**config.mk**
```make
export PLATFORM = sky130hd
export DESIGN_NAME = clint_top
export DESIGN_NICKNAME = d
export VERILOG_FILES = /design/src/logic/clint_pkg.sv /design/src/logic/clint_bus_if.sv /design/src/logic/clint_top.sv /design/src/logic/clint_regs.sv /design/src/logic/clint_timer.sv /design/src/logic/clint_arbiter.sv
export VERILOG_INCLUDE_DIRS = /design/src /design/src/logic
export SDC_FILE = /design/constraint.sdc
export NUM_CORES = 1
export LEC_CHECK = 0
export ABC_AREA = 1
export BUFFER_PORTS_ARGS = -buffer_cell sky130_fd_sc_hd__buf_2
export CAP_MARGIN = 10
export CORE_UTILIZATION = 66
export CTS_CLUSTER_DIAMETER = 80
export DETAILED_ROUTE_END_ITERATION = 6
export GPL_ROUTABILITY_DRIVEN = 0
export PLACE_DENSITY = 0.86
export SLEW_MARGIN = 0
export SYNTH_ARGS = -nofsm -noshare
export SYNTH_HDL_FRONTEND = slang
export SYNTH_SLANG_ARGS = --single-unit
```
**constraint.sdc**
```tcl
create_clock -name clock -period 14.98 [get_ports clock]
set_input_delay 1.498 -clock clock [delete_from_list [all_inputs] [get_ports clock]]
set_output_delay 1.498 -clock clock [all_outputs]
set_load 0.02 [all_outputs]
```
**src/logic/clint_settings.svh**
```systemverilog
`ifndef CLINT_SETTINGS_SVH
`define CLINT_SETTINGS_SVH

// Register bus data width
`define CLINT_DATA_W 32

// Clocks per mtime increment, kept short for simulation
`define CLINT_TICK_CYCLES 4

`endif
```
**src/logic/clint_pkg.sv**
```systemverilog
`include "clint_settings.svh"

package clint_pkg;

  // Register chosen by addr[1:0]
  typedef enum logic [1:0] {
    SEL_MSIP     = 2'b00,
    SEL_SSIP     = 2'b01,
    SEL_MTIME    = 2'b10,
    SEL_MTIMECMP = 2'b11
  } reg_sel_t;

  // Two bus words make one timer word, addr[2] picks hi
  typedef struct packed {
    logic [`CLINT_DATA_W-1:0] hi;
    logic [`CLINT_DATA_W-1:0] lo;
  } timer_halves_t;

  // Whole count for the counter and compare, halves for the bus side
  typedef union packed {
    logic [63:0]   count;
    timer_halves_t half;
  } timer_word_t;

endpackage

```
**src/logic/clint_bus_if.sv**
```systemverilog
`include "clint_settings.svh"

interface clint_bus_if;

  logic                     rd_en;
  logic                     wr_en;
  logic [2:0]               addr;
  logic [`CLINT_DATA_W-1:0] wr_data;
  logic [`CLINT_DATA_W-1:0] rd_data;
  logic                     busy;

  // Arbiter side
  modport requester (
    output rd_en,
    output wr_en,
    output addr,
    output wr_data,
    input  rd_data,
    input  busy
  );

  // Register block side
  modport responder (
    input  rd_en,
    input  wr_en,
    input  addr,
    input  wr_data,
    output rd_data,
    output busy
  );

endinterface

```
**src/logic/clint_top.sv**
```systemverilog
`include "clint_settings.svh"

module clint_top (
  input  logic                     clock,
  input  logic                     reset,
  // Hart load/store port
  input  logic                     a_rd_en,
  input  logic                     a_wr_en,
  input  logic [2:0]               a_addr,
  input  logic [`CLINT_DATA_W-1:0] a_wr_data,
  output logic [`CLINT_DATA_W-1:0] a_rd_data,
  output logic                     a_done,
  // Debug/host port
  input  logic                     b_rd_en,
  input  logic                     b_wr_en,
  input  logic [2:0]               b_addr,
  input  logic [`CLINT_DATA_W-1:0] b_wr_data,
  output logic [`CLINT_DATA_W-1:0] b_rd_data,
  output logic                     b_done,
  // Interrupt lines
  output logic                     msip_irq,
  output logic                     ssip_irq,
  output logic                     timer_irq
);

  clint_bus_if bus ();

  clint_arbiter arbiter_i (
    .clock     (clock),
    .reset     (reset),
    .a_rd_en   (a_rd_en),
    .a_wr_en   (a_wr_en),
    .a_addr    (a_addr),
    .a_wr_data (a_wr_data),
    .b_rd_en   (b_rd_en),
    .b_wr_en   (b_wr_en),
    .b_addr    (b_addr),
    .b_wr_data (b_wr_data),
    .a_rd_data (a_rd_data),
    .b_rd_data (b_rd_data),
    .a_done    (a_done),
    .b_done    (b_done),
    .bus       (bus.requester)
  );

  clint_regs regs_i (
    .clock     (clock),
    .reset     (reset),
    .bus       (bus.responder),
    .msip_irq  (msip_irq),
    .ssip_irq  (ssip_irq),
    .timer_irq (timer_irq)
  );

endmodule

```
**src/logic/clint_regs.sv**
```systemverilog
`include "clint_settings.svh"

module clint_regs (
  input  logic           clock,
  input  logic           reset,
  clint_bus_if.responder bus,
  output logic           msip_irq,
  output logic           ssip_irq,
  output logic           timer_irq
);

  clint_pkg::reg_sel_t      sel;
  logic [`CLINT_DATA_W-1:0] msip;
  logic [`CLINT_DATA_W-1:0] ssip;
  clint_pkg::timer_word_t   mtime;
  clint_pkg::timer_word_t   mtimecmp;
  logic                     mtime_wr;
  logic                     mtimecmp_wr;
  logic                     hi_half;
  logic                     busy;

  assign sel     = clint_pkg::reg_sel_t'(bus.addr[1:0]);
  assign hi_half = bus.addr[2];

  assign mtime_wr    = bus.wr_en && (sel == clint_pkg::SEL_MTIME);
  assign mtimecmp_wr = bus.wr_en && (sel == clint_pkg::SEL_MTIMECMP);

  // Software interrupt words
  always_ff @(posedge clock or posedge reset) begin
    if (reset) begin
      msip <= '0;
      ssip <= '0;
    end else if (bus.wr_en) begin
      if (sel == clint_pkg::SEL_MSIP) begin
        msip <= bus.wr_data;
      end
      if (sel == clint_pkg::SEL_SSIP) begin
        ssip <= bus.wr_data;
      end
    end
  end

  assign msip_irq = msip[0];
  assign ssip_irq = ssip[0];

  clint_timer timer_i (
    .clock       (clock),
    .reset       (reset),
    .mtime_wr    (mtime_wr),
    .mtimecmp_wr (mtimecmp_wr),
    .hi_half     (hi_half),
    .wr_data     (bus.wr_data),
    .mtime       (mtime),
    .mtimecmp    (mtimecmp),
    .timer_irq   (timer_irq)
  );

  // Read mux, timer words by half
  always_comb begin
    case (sel)
      clint_pkg::SEL_MSIP: begin
        bus.rd_data = msip;
      end
      clint_pkg::SEL_SSIP: begin
        bus.rd_data = ssip;
      end
      clint_pkg::SEL_MTIME: begin
        bus.rd_data = hi_half ? mtime.half.hi : mtime.half.lo;
      end
      default: begin
        bus.rd_data = hi_half ? mtimecmp.half.hi : mtimecmp.half.lo;
      end
    endcase
  end

  // One cycle of busy after every access
  always_ff @(posedge clock or posedge reset) begin
    if (reset) begin
      busy <= 1'b0;
    end else if (busy) begin
      busy <= 1'b0;
    end else if (bus.rd_en || bus.wr_en) begin
      busy <= 1'b1;
    end
  end

  assign bus.busy = busy;

endmodule

```
**src/logic/clint_timer.sv**
```systemverilog
`include "clint_settings.svh"

module clint_timer (
  input  logic                     clock,
  input  logic                     reset,
  input  logic                     mtime_wr,
  input  logic                     mtimecmp_wr,
  input  logic                     hi_half,
  input  logic [`CLINT_DATA_W-1:0] wr_data,
  output clint_pkg::timer_word_t   mtime,
  output clint_pkg::timer_word_t   mtimecmp,
  output logic                     timer_irq
);

  localparam int TickCycles = `CLINT_TICK_CYCLES;
  localparam int PrescW     = (TickCycles > 1) ? $clog2(TickCycles) : 1;

  logic [PrescW-1:0] prescaler;
  logic              tick;

  assign tick = (prescaler == PrescW'(TickCycles - 1));

  // Prescaler wraps on tick
  always_ff @(posedge clock or posedge reset) begin
    if (reset) begin
      prescaler <= '0;
    end else if (tick) begin
      prescaler <= '0;
    end else begin
      prescaler <= prescaler + 1'b1;
    end
  end

  // Bus load wins over the increment, other half is kept
  always_ff @(posedge clock or posedge reset) begin
    if (reset) begin
      mtime <= '0;
    end else if (mtime_wr) begin
      if (hi_half) begin
        mtime.half.hi <= wr_data;
      end else begin
        mtime.half.lo <= wr_data;
      end
    end else if (tick) begin
      mtime.count <= mtime.count + 64'd1;
    end
  end

  always_ff @(posedge clock or posedge reset) begin
    if (reset) begin
      mtimecmp <= '0;
    end else if (mtimecmp_wr) begin
      if (hi_half) begin
        mtimecmp.half.hi <= wr_data;
      end else begin
        mtimecmp.half.lo <= wr_data;
      end
    end
  end

  // Pending while the count has reached the compare value
  assign timer_irq = (mtime.count >= mtimecmp.count);

endmodule

```
**src/logic/clint_arbiter.sv**
```systemverilog
`include "clint_settings.svh"

module clint_arbiter (
  input  logic                     clock,
  input  logic                     reset,
  input  logic                     a_rd_en,
  input  logic                     a_wr_en,
  input  logic [2:0]               a_addr,
  input  logic [`CLINT_DATA_W-1:0] a_wr_data,
  input  logic                     b_rd_en,
  input  logic                     b_wr_en,
  input  logic [2:0]               b_addr,
  input  logic [`CLINT_DATA_W-1:0] b_wr_data,
  output logic [`CLINT_DATA_W-1:0] a_rd_data,
  output logic [`CLINT_DATA_W-1:0] b_rd_data,
  output logic                     a_done,
  output logic                     b_done,
  clint_bus_if.requester           bus
);

  logic a_req;
  logic b_req;
  logic grant_a;
  logic grant_b;
  logic last_a;

  // A port finishing this cycle still holds its request, ignore it
  assign a_req = (a_rd_en | a_wr_en) & ~a_done;
  assign b_req = (b_rd_en | b_wr_en) & ~b_done;

  // Round robin, A wins ties after reset
  assign grant_a = ~bus.busy & a_req & (~b_req | ~last_a);
  assign grant_b = ~bus.busy & b_req & ~grant_a;

  // Strobes only for the granted port
  always_comb begin
    bus.rd_en = 1'b0;
    bus.wr_en = 1'b0;
    if (grant_a) begin
      bus.rd_en = a_rd_en;
      bus.wr_en = a_wr_en;
    end else if (grant_b) begin
      bus.rd_en = b_rd_en;
      bus.wr_en = b_wr_en;
    end
  end

  assign bus.addr    = grant_b ? b_addr : a_addr;
  assign bus.wr_data = grant_b ? b_wr_data : a_wr_data;

  always_ff @(posedge clock or posedge reset) begin
    if (reset) begin
      a_done <= 1'b0;
      b_done <= 1'b0;
      last_a <= 1'b0;
    end else begin
      a_done <= grant_a;
      b_done <= grant_b;
      if (grant_a) begin
        last_a <= 1'b1;
      end else if (grant_b) begin
        last_a <= 1'b0;
      end
    end
  end

  // Read data is sampled on the grant edge and held until the port's next access
  always_ff @(posedge clock or posedge reset) begin
    if (reset) begin
      a_rd_data <= '0;
      b_rd_data <= '0;
    end else begin
      if (grant_a) begin
        a_rd_data <= bus.rd_data;
      end
      if (grant_b) begin
        b_rd_data <= bus.rd_data;
      end
    end
  end

endmodule

```
* After elaboration in Yosys (flattened, before gate mapping) *
Cells that the tools add are included.

cells by class
  add/subtract/negate cells = 2
  div/mod/pow operators = 0
  $lt $le $gt $ge = 1
  equal/unequal tests = 6
  bitwise gates (word level) = 16
  reduce and logical (&&, ||, !) cells = 12
  multipliers = 0
  shifts and indexed selects = 0
  mux-type cells = 18

operators by type and width
  kind                                                 number
  2-to-1 mux 32 bit                                    5
  2-to-1 mux 64 bit                                    2
  one-hot mux 32 bit (3 select lines)                  1
  adder 64 x 1 -> 64 bit, second input constant        1
  greater-or-equal comparator 64 bit                   1
  AND reduction 2 bit                                  6
  2-to-1 mux 1 bit                                     8
  NOT 1 bit                                            7
  bitwise AND 1 bit                                    6
  equality test 2 bit, second input constant           3
  inequality test 2 bit, second input constant         2
  nonzero test 2 bit                                   2
  2-to-1 mux 3 bit                                     1
  bitwise OR 1 bit                                     3
  adder 2 x 1 -> 2 bit, second input constant          1
  equality test 2 x 1 -> 1 bit, second input constant  1
  logical AND 1 bit                                    2
  logical NOT 2 bit                                    1
  2-to-1 mux 2 bit                                     1
  logical OR 1 bit                                     1

word-level totals
  memory bits (read-only) = 0
  memories = 0
  bits in latches = 0
  bits in writable memories = 0
  output and inout port bits = 69
  bits in registers = 262
  bits of input ports = 76
  word-level logic and storage cells = 68

* Logic depth before layout (Yosys ltp) *
Gate-level depths: netlist (run 1).

  depth after elaboration = 12
  mapped depth = 15
  mapped depth without buffers = 14

* By module *
Synthesis (run 1) repeated with hierarchy kept, for this count alone.

second synthesis, totals
  cells, all modules = 2,568
  area total of the unflattened synthesis = 16,965.0 um2

by module, submodules not included
  module         area each (um2)  cells each  instances  sequential area each (um2)
  clint_timer    9,288.9          1,391       1          3,253.1
  clint_regs     4,545.6          760         1          1,626.6
  clint_arbiter  3,130.5          417         1          1,676.6

* Worst setup path before layout (run 1) *
OpenSTA, ideal clock, no wires.

  path type = register -> output
  from = reg regs_i.timer_i.mtime[25] in the netlist's numbering
  to = out timer_irq
  slack = 11,872 ps
  cell stages (with the launch flop) = 11
  buffers on the path = 0
  required time = 13,482 ps
  arrival = 1,610 ps
  path through = dfrtp_1 -> ha_1 -> nand2_1 -> inv_1 -> o21ai_0 -> a21oi_1 -> or2_2 -> a21oi_1 -> nand2_1 -> nand2_1 -> nand3_1

on the way
  cells in the longest elaborated chain, start to end = 1

ends and longest elaborated chain
  what                                line               RTL
  from (decl)                         clint_timer.sv:10  output clint_pkg::timer_word_t mtime,
  greater-or-equal comparator 64 bit  clint_timer.sv:62  assign timer_irq = (mtime.count >= mtimecmp.count);
  to (decl)                           clint_top.sv:23    output logic timer_irq

No other way between the ends.

* Worst setup path after layout (run 1) *
  from = in b_wr_en
  to = reg regs_i.timer_i.mtime[42] in the netlist's numbering

on the way
  cells in the longest elaborated chain, start to end = 12
  elaborated cells on any way between the ends = 19
  classes of those cells = eq/ne (2); mux (6); bitwise (8); reduce/logical (3)

ends and longest elaborated chain
  what                                                                          line                                      RTL
  from (decl)                                                                   clint_top.sv:15                           input logic b_wr_en,
  bitwise OR 1 bit                                                              clint_arbiter.sv:29                       assign b_req = (b_rd_en | b_wr_en) & ~b_done;
  bitwise AND 1 bit                                                             clint_arbiter.sv:29
  NOT 1 bit                                                                     clint_arbiter.sv:32                       assign grant_a = ~bus.busy & a_req & (~b_req | ~last_a);
  bitwise OR 1 bit                                                              clint_arbiter.sv:32
  bitwise AND 1 bit                                                             clint_arbiter.sv:32
  NOT 1 bit                                                                     clint_arbiter.sv:33                       assign grant_b = ~bus.busy & b_req & ~grant_a;
  bitwise AND 1 bit                                                             clint_arbiter.sv:33
  2-to-1 mux 3 bit / 2-to-1 mux 1 bit (equally long branches)                   clint_arbiter.sv:48, clint_arbiter.sv:42
  equality test 2 bit / 2-to-1 mux 1 bit (equally long branches)                clint_regs.sv:25, clint_arbiter.sv:39
  logical AND 1 bit                                                             clint_regs.sv:25                          assign mtime_wr = bus.wr_en && (sel == clint_pkg::SEL_MTIME);
  inequality test 2 bit (no line) / nonzero test 2 bit (equally long branches)  -
  AND reduction 2 bit (no line)                                                 -

Parallel ways exist; a longest one is shown, timed or not. The select of a mux whose other input is x is not followed.
A chain may end at the register's enable or synchronous reset.

==> impl_summary.txt, run 1 <==
----------------------------------------------------
[Synthesis]
  Proportion of netlist area held by the largest area contributor ... 0.3983
  Ys flop type ... sky130_fd_sc_hd__dfrtp_1
  Arithmetic-cell share of the synthesized area counting full adders, half adders and majority gates ... 0.05016
  Mean instance size in the synthesized netlist ... 6.646 um^2
  Portion of netlist area occupied by mux cells ... 0
  Largest family of logic cells by synthesized area ... simple AND/OR/NAND/NOR gates
  Summed instance area of the synthesized netlist ... 16460 um^2
  Commonest cells in the netlist ... 1211 x sky130_fd_sc_hd__nand2_1, 262 x sky130_fd_sc_hd__dfrtp_1, 206 x sky130_fd_sc_hd__nand3_1
  Share of the synthesized area in compound gates (AO/OA/AOI/OAI) ... 0.06263
  Cell type contributing the most total cell area after synthesis ... sky130_fd_sc_hd__dfrtp_1
  Share of synthesized area occupied by flip-flops and latches ... 0.3983
  Top cells by area, synth ... sky130_fd_sc_hd__dfrtp_1 40%, sky130_fd_sc_hd__nand2_1 28%, sky130_fd_sc_hd__nand3_1 6.3%, sky130_fd_sc_hd__ha_1 5.0%, sky130_fd_sc_hd__o21ai_0 4.6%
  Most common cell in the synthesized netlist ... sky130_fd_sc_hd__nand2_1
  Yosys warning count ... 0
  Number of enable flip-flop cells after synthesis ... 0
  Synthesis-stage register bit count ... 262
  Count of different cell masters after synthesis ... 29
  Net count of the mapped netlist ... 2619
  Share of flip-flops with an asynchronous set or reset ... 1.000
  Synth Instances ... 2477
  Post-Synth XOR/XNOR Area ... 0.01862
  Simple-Gate Fraction of Synth Area ... 0.3968

[Drt]
  Violation count after the first detailed-route iteration ... 3031
  Total number of vias ... 17247
  Final routed wire length divided by cell count ... 17.68 um
  Remaining DRCs ... 10
  Antenna Nets Post-Route ... 0
  Number of detailed-route iterations in the first pass ... 7
  Wire length reported by the detailed router ... 51.25 mm
  Drt via density ... 5.949

[Worst setup path]
  Destination of the worst register-to-register timing path ... regs_i.timer_i.mtime[42]
  Startpoint of the worst setup timing path ... b_wr_en
  Worst Setup Path Type ... input pin to register
  Crit path launch type ... input pin
  Startpoint of the most critical register-to-register path ... arbiter_i.b_done
  Largest stage delay, worst path ... 0.75 ns
  Arrival time of data at the critical path endpoint ... 6.87 ns
  Buf+Inv Stages, Crit Path ... 5
  Flop-to-flop setup slack ... 9.28 ns
  Worst Reg-to-Reg Cells ... 15
  Data required time of the worst path ... 15.48 ns
  Critical path's most frequent cell ... sky130_fd_sc_hd__nand2_1
  Worst path depth ... 17
  Worst setup path endpoint ... regs_i.timer_i.mtime[42]
  Ordered cell list for the critical path ... buf_2 > inv_2 > nand2_1 > nand3_1 > nand2_1 > buf_4 > nand2_2 > buf_4 > nand2_1 > nand2_4 > nor2_4 > nand2_4 > inv_2 > nand2_4 > nand2_2 > nand2_1 > nand2_1
  Dominant delay contributor by cell family on the critical path ... simple AND/OR/NAND/NOR gates
  Library cell contributing the largest single delay on the critical path ... sky130_fd_sc_hd__nor2_4
  CP endpoint kind ... register
  Worst-path maximum fanout ... 68

[Clocking]
  Maximum count of clock buffers along a single path ... 3
  Clock latency of the later-clocked register in the worst-skew pair ... 0.57 ns
  Clock sink count ... 262
  Post-CTS clock slew at the launch and capture registers of the worst setup and hold paths ... 0.06 ns
  Number of buffers created by CTS ... 28
  CTS hold repair buffers ... 0
  CTS HTree Levels ... 1
  CTS resizes ... 0
  Root Buffer ... sky130_fd_sc_hd__clkbuf_16
  Count of buffers added by post-CTS timing repair for setup ... 0
  Clock tree from TritonCTS ... done

[Global routing]
  Vias in the first global route ... 15809
  Largest net degree at the start of global routing ... 123
  Global-route wire length before repair ... 82.19 mm
  Total GRT Usage ... 0.4023
  Total congestion overflow after global routing ... 0
  Antenna violations before repair ... 0

[Timing]
  Final Slew Violations ... 0
  WHS ... 0.4231 ns
  Final sum of negative setup slack ... 0 ns
  Highest attainable clock frequency ... 157.0 MHz
  Headroom to the max-slew limit ... 0.2309
  Worst-margin pin slew ... 1.151 ns
  Unrepaired setup endpoints after global routing ... no
  Final Hold Violating Endpoints ... 0
  Final WS setup ... 8.610 ns
  Final critical-path share of the clock period ... 0.4252
  Post-layout min period ... 6.370 ns
  Clock skew ... 0.01160 ns
  Final setup violation count ... 0

[Floorplan]
  Core area ... 24390 um^2
  Num ports ... 145
  Die Outline Area ... 25580 um^2
  Width of the die ... 159.9 um
  Initial core utilization ... 0.6749
  Y dimension of the die ... 159.9 um
  Total number of placement rows ... 57

[Hold path]
  Worst Hold Class ... register to register

[Pwr]
  Pleak ... 9.895 nW
  Largest vdd supply drop ... 0.1454 mV
  Power Density ... 219.9 nW/um^2
  Overall Power ... 3.993 mW

[Finish]
  Share of cells above drive strength 1 ... 0.09049
  Total Nets Final ... 2695
  Antenna diode count ... 0
  Synthesis-to-finish area growth ... 10.31%

[Outcome]
  Violated checks ... DRC
  Status ... complete, but fails checks

[Placed design]
  Post-DP HPWL ... 36.05 mm
  Count of buffers inserted at the top-level ports ... 144
  Worst slack, placed ... 8.254 ns

[Run]
  Max-cap violation count ... 0

----------------------------------------------------
==> worst min path at each step <==
stage	start	to	cells after the start	slack, ns
detailed placement	regs_i.timer_i.prescaler[0]	regs_i.timer_i.prescaler[0]	1	0.42
finish	regs_i.timer_i.prescaler[0]	regs_i.timer_i.prescaler[0]	1	0.42
CTS	regs_i.timer_i.prescaler[0]	regs_i.timer_i.prescaler[0]	1	0.43
global route	regs_i.timer_i.prescaler[0]	regs_i.timer_i.prescaler[0]	1	0.45
global placement	regs_i.timer_i.prescaler[0]	regs_i.timer_i.prescaler[0]	1	0.41
floorplan	regs_i.timer_i.prescaler[0]	regs_i.timer_i.prescaler[0]	1	0.40
==> placed cells by master (no fill, tap or decap) <==
| cell type | n |
|---|---|
| sky130_fd_sc_hd__bufinv_16 | 4 |
| sky130_fd_sc_hd__o21ai_2 | 2 |
| sky130_fd_sc_hd__inv_1 | 169 |
| sky130_fd_sc_hd__xnor2_1 | 25 |
| sky130_fd_sc_hd__clkbuf_1 | 5 |
| sky130_fd_sc_hd__nand3b_1 | 7 |
| sky130_fd_sc_hd__o211ai_1 | 1 |
| sky130_fd_sc_hd__clkbuf_16 | 28 |
| sky130_fd_sc_hd__nor2_4 | 7 |
| sky130_fd_sc_hd__nor4_1 | 2 |
| sky130_fd_sc_hd__clkinv_2 | 5 |
| sky130_fd_sc_hd__dfrtp_1 | 262 |
| sky130_fd_sc_hd__buf_12 | 2 |
| sky130_fd_sc_hd__a21oi_1 | 35 |
| sky130_fd_sc_hd__nand4_1 | 13 |
| sky130_fd_sc_hd__clkinv_16 | 1 |
| sky130_fd_sc_hd__xor2_1 | 10 |
| sky130_fd_sc_hd__inv_2 | 6 |
| sky130_fd_sc_hd__nand3_1 | 206 |
| sky130_fd_sc_hd__and2_1 | 1 |
| sky130_fd_sc_hd__o21ai_1 | 15 |
| sky130_fd_sc_hd__nand3_2 | 1 |
| sky130_fd_sc_hd__inv_8 | 1 |
| sky130_fd_sc_hd__nand2_1 | 1210 |
| sky130_fd_sc_hd__buf_2 | 144 |
| sky130_fd_sc_hd__clkbuf_8 | 5 |
| sky130_fd_sc_hd__nand2_2 | 9 |
| sky130_fd_sc_hd__or2_2 | 1 |
| sky130_fd_sc_hd__o21ai_0 | 151 |
| sky130_fd_sc_hd__buf_4 | 10 |
| sky130_fd_sc_hd__clkinvlp_4 | 3 |
| sky130_fd_sc_hd__ha_1 | 66 |
| sky130_fd_sc_hd__inv_6 | 1 |
| sky130_fd_sc_hd__nor2_1 | 157 |
| sky130_fd_sc_hd__nor3_1 | 7 |
| sky130_fd_sc_hd__nand2_4 | 3 |
==> layer usage <==
| metal | GRT usage | up-vias | share of wire |
|---|---|---|---|
| li1 | - | 7916 | - |
| met1 | 0.5733 | 7914 | 0.39 |
| met2 | 0.6190 | 1245 | 0.44 |
| met3 | 0.08338 | 172 | 0.14 |
| met4 | 0.1225 | 0 | 0.033 |
| met5 | 0 | - | 0 |
==> cells by family after synthesis <==
group | Yosys count
and+or+nand+nor | 1624
buffers and inverters | 286
DFF | 262
AOI/OAI and AO/OA | 204
adders and majority gates | 66
xor gates and xnor gates | 35
==> through the flow <==
stage / util / instance area, um^2 / instances
2_1_floorplan: - / 16460 / 2477
3_3_place_gp: 0.7021 / 17120 / 2845
3_5_place_dp: 0.7021 / 17120 / 2845
4_1_cts: 0.7428 / 18120 / 2897
5_1_grt: 0.7445 / 18160 / 2899
6_report: 0.7445 / 18160 / 2899
==> final cells by class <==
type	instances	area, um^2
Multi-Input combinational cell	1929	8698
Sequential cell	262	6556
Fill cell	1922	6232
Timing Repair Buffer	156	835.8
Clock buffer	38	788.3
Inverter	176	668.1
Tap cell	324	405.4
Clock inverter	14	206.4
==> state kept, by name, indices dropped and copies added (netlist names) <==
register                  flops
regs_i.bus.busy               1
arbiter_i.b_rd_data          32
regs_i.ssip                  32
arbiter_i.last_a              1
regs_i.timer_i.prescaler      2
arbiter_i.a_rd_data          32
arbiter_i.a_done              1
regs_i.timer_i.mtime         64
regs_i.timer_i.mtimecmp      64
regs_i.msip                  32
arbiter_i.b_done              1
==> where the power goes <==
group,internal [mW],switching (mW)
combinational,0.562,1.41
sequential,1.01,0.268
clock,0.440,0.306
Note: power is estimated with default switching activity, not from simulation.
==> run 2: changes to the inputs <==
Settings changed: CORE_UTILIZATION 66 to 61, PLACE_DENSITY 0.86 to 0.8.
Clock period 14.98 ns to 6.2 ns, I/O delays scaled along.
==> run 2 against run 1 <==
Compared with the run above:
- the flow still finishes with violations (DRC)
- core utilization down 5.6 points
- die area rose by 8.1%
- non-clock buffer count rose by 4
==> impl_summary.txt, run 2 (synthesis results as in run 1) <==
----------------------------------------------------
[Timing]
  Final sum of negative setup slack ... 0 ns (unchanged)
  Worst-margin pin slew ... 1.117 ns (was 1.151 ns)
  WHS ... 0.01676 ns (was 0.4231 ns)
  Final Slew Violations ... 0 (unchanged)
  Final Hold Violating Endpoints ... 0 (unchanged)
  Post-layout min period ... 4.949 ns
  Clock skew ... 0.01265 ns (was 0.01160 ns)
  Final critical-path share of the clock period ... 0.7982
  Headroom to the max-slew limit ... 0.2539 (was 0.2309)
  Final setup violation count ... 0 (unchanged)
  Unrepaired setup endpoints after global routing ... no (unchanged)
  Highest attainable clock frequency ... 202.1 MHz

[Clocking]
  CTS resizes ... 0 (unchanged)
  Number of buffers created by CTS ... 29 (was 28)
  CTS hold repair buffers ... 0 (unchanged)
  Maximum count of clock buffers along a single path ... 3 (unchanged)
  Clock latency of the later-clocked register in the worst-skew pair ... 0.55 ns (was 0.57 ns)
  Root Buffer ... sky130_fd_sc_hd__clkbuf_16 (unchanged)
  Count of buffers added by post-CTS timing repair for setup ... 0 (unchanged)
  Post-CTS clock slew at the launch and capture registers of the worst setup and hold paths ... 0.06 ns (about the same)
  Clock tree from TritonCTS ... done (unchanged)
  Clock sink count ... 262 (unchanged)
  CTS HTree Levels ... 1 (unchanged)

[Floorplan]
  Die Outline Area ... 27650 um^2 (was 25580 um^2)
  Initial core utilization ... 0.6264 (was 0.6749)
  Width of the die ... 166.3 um (was 159.9 um)
  Core area ... 26280 um^2 (was 24390 um^2)
  Total number of placement rows ... 59 (was 57)
  Num ports ... 145 (unchanged)
  Y dimension of the die ... 166.3 um (was 159.9 um)

[Run]
  Max-cap violation count ... 0 (unchanged)

[Drt]
  Drt via density ... 5.811 (was 5.949)
  Antenna Nets Post-Route ... 0 (unchanged)
  Violation count after the first detailed-route iteration ... 2120 (was 3031)
  Final routed wire length divided by cell count ... 17.58 um (was 17.68 um)
  Wire length reported by the detailed router ... 51.13 mm (was 51.25 mm)
  Number of detailed-route iterations in the first pass ... 7 (unchanged)
  Remaining DRCs ... 27 (was 10)
  Total number of vias ... 16905 (was 17247)

[Global routing]
  Met3 Use GR ... 0.06864 (was 0.08338)
  Met1 track demand over resource ... 0.5451 (was 0.5733)
  Antenna violations before repair ... 0 (unchanged)
  Total congestion overflow after global routing ... 0 (unchanged)
  Largest net degree at the start of global routing ... 74 (was 123)
  GR Layer Usage met2 ... 0.5575 (was 0.6190)
  Vias in the first global route ... 15499 (was 15809)
  Total GRT Usage ... 0.3709 (was 0.4023)
  Global-route wire length before repair ... 82.05 mm (was 82.19 mm)
  Most crowded layer after global routing ... met2 (unchanged)

[Worst setup path]
  Arrival time of data at the critical path endpoint ... 5.38 ns (was 6.87 ns)
  Crit path launch type ... register (was input pin)
  CP endpoint kind ... register (unchanged)
  Startpoint of the most critical register-to-register path ... arbiter_i.b_done (unchanged)
  Worst-path maximum fanout ... 67 (was 68)
  Flop-to-flop setup slack ... 1.25 ns (was 9.28 ns)
  Data required time of the worst path ... 6.63 ns (was 15.48 ns)
  Destination of the worst register-to-register timing path ... regs_i.timer_i.mtime[52] (was regs_i.timer_i.mtime[42])
  Worst Setup Path Type ... register to register (was input pin to register)
  Worst Reg-to-Reg Cells ... 14 (was 15)

[Finish]
  Synthesis-to-finish area growth ... 9.934% (was 10.31%)
  Most frequent standard cell in the layout excluding fill and tap cells ... sky130_fd_sc_hd__nand2_1 (unchanged)
  Area of the multi-input gates ... 8698 um^2 (unchanged)
  Total Nets Final ... 2700 (was 2695)
  Commonest cells after routing, fill and taps aside ... 1210 x sky130_fd_sc_hd__nand2_1, 262 x sky130_fd_sc_hd__dfrtp_1, 206 x sky130_fd_sc_hd__nand3_1 (unchanged)
  Share of cells above drive strength 1 ... 0.08819 (was 0.09049)
  Largest registers ... regs_i.timer_i.mtime x64, regs_i.timer_i.mtimecmp x64 (unchanged)
  Antenna diode count ... 0 (unchanged)
  Area of all sequential standard cells ... 6556 um^2 (unchanged)
  # fillers ... 2342 (was 1922)

[Placed design]
  Post-DP HPWL ... 36.66 mm (was 36.05 mm)
  Count of buffers inserted at the top-level ports ... 144 (unchanged)

[Pwr]
  Pleak ... 9.862 nW (was 9.895 nW)
  Largest vdd supply drop ... 0.2556 mV (was 0.1454 mV)
  Power Density ... 522.1 nW/um^2 (was 219.9 nW/um^2)

[Outcome]
  Status ... complete, but fails checks (unchanged)
  Violated checks ... DRC (unchanged)

[Hold path]
  Worst Hold Class ... input pin to asynchronous set/reset pin (was register to register)

----------------------------------------------------
==> run 2: per-stage QoR <==
| stage | power (mW) | cells | util | worst slack, ns | cell area [um^2] |
|---|---|---|---|---|---|
| floorplan | 6.199 | 2477 | - | 2.124 | 16470 |
| global placement | 7.424 | 2861 | 0.6534 | 1.172 | 17170 |
| detailed placement | 7.594 | 2861 | 0.6534 | 1.047 | 17170 |
| CTS | 9.305 | 2908 | 0.6876 | 1.403 | 18070 |
| global route | 10.14 | 2909 | 0.6886 | 0.8500 | 18100 |
| finish | 9.449 | 2909 | 0.6886 | 1.251 | 18100 |
==> run 2: report_power, final <==
part	total (mW)	internal [mW]	leakage (nW)	switching, mW
clock	1.69	0.999	0.434	0.694
sequential	3.07	2.44	3.32	0.630
combinational	4.68	1.36	6.11	3.32
total	9.45	4.80	9.86	4.65
==> run 2: worst max-delay path, cell delays in order (launching register included) <==
cell	delay, ns
sky130_fd_sc_hd__dfrtp_1	0.38
sky130_fd_sc_hd__inv_1	0.09
sky130_fd_sc_hd__nand3_1	0.08
sky130_fd_sc_hd__nand2_1	0.06
sky130_fd_sc_hd__buf_4	0.37
sky130_fd_sc_hd__nand2_2	0.49
sky130_fd_sc_hd__nand2_1	0.26
sky130_fd_sc_hd__nand2_4	0.28
sky130_fd_sc_hd__nor2_4	0.77
sky130_fd_sc_hd__nand2_4	0.08
sky130_fd_sc_hd__buf_4	0.38
sky130_fd_sc_hd__nand2_2	0.61
sky130_fd_sc_hd__nand2_2	0.60
sky130_fd_sc_hd__nand2_1	0.21
sky130_fd_sc_hd__nand2_1	0.07
==> run 2: how the worst max path moves through the flow <==
stage / slack (ns) / end / start / cells past startpoint
2_1_floorplan: 2.12 / arbiter_i.a_done / reset / 1
3_3_place_gp: 1.17 / regs_i.timer_i.mtime[54] / b_wr_en / 16
3_5_place_dp: 1.05 / regs_i.timer_i.mtime[46] / b_wr_en / 16
4_1_cts: 1.40 / regs_i.timer_i.mtime[46] / arbiter_i.b_done / 14
5_1_grt: 0.85 / regs_i.timer_i.mtime[48] / arbiter_i.b_done / 14
6_report: 1.25 / regs_i.timer_i.mtime[52] / arbiter_i.b_done / 14
==> run 2: per-layer routing <==
metal / vias to the layer above / part of all wire
li1: 7901 / -
met1: 7823 / 0.42
met2: 1041 / 0.43
met3: 140 / 0.12
met4: 0 / 0.029
met5: - / 0
==> run 2: area by class of cell <==
type | count | share of cell area
Tap cell | 335 | 0.02316
Clock inverter | 6 | 0.005946
Multi-Input combinational cell | 1929 | 0.4806
Sequential cell | 262 | 0.3623
Clock buffer | 41 | 0.04369
Inverter | 176 | 0.03671
Timing Repair Buffer | 160 | 0.04757
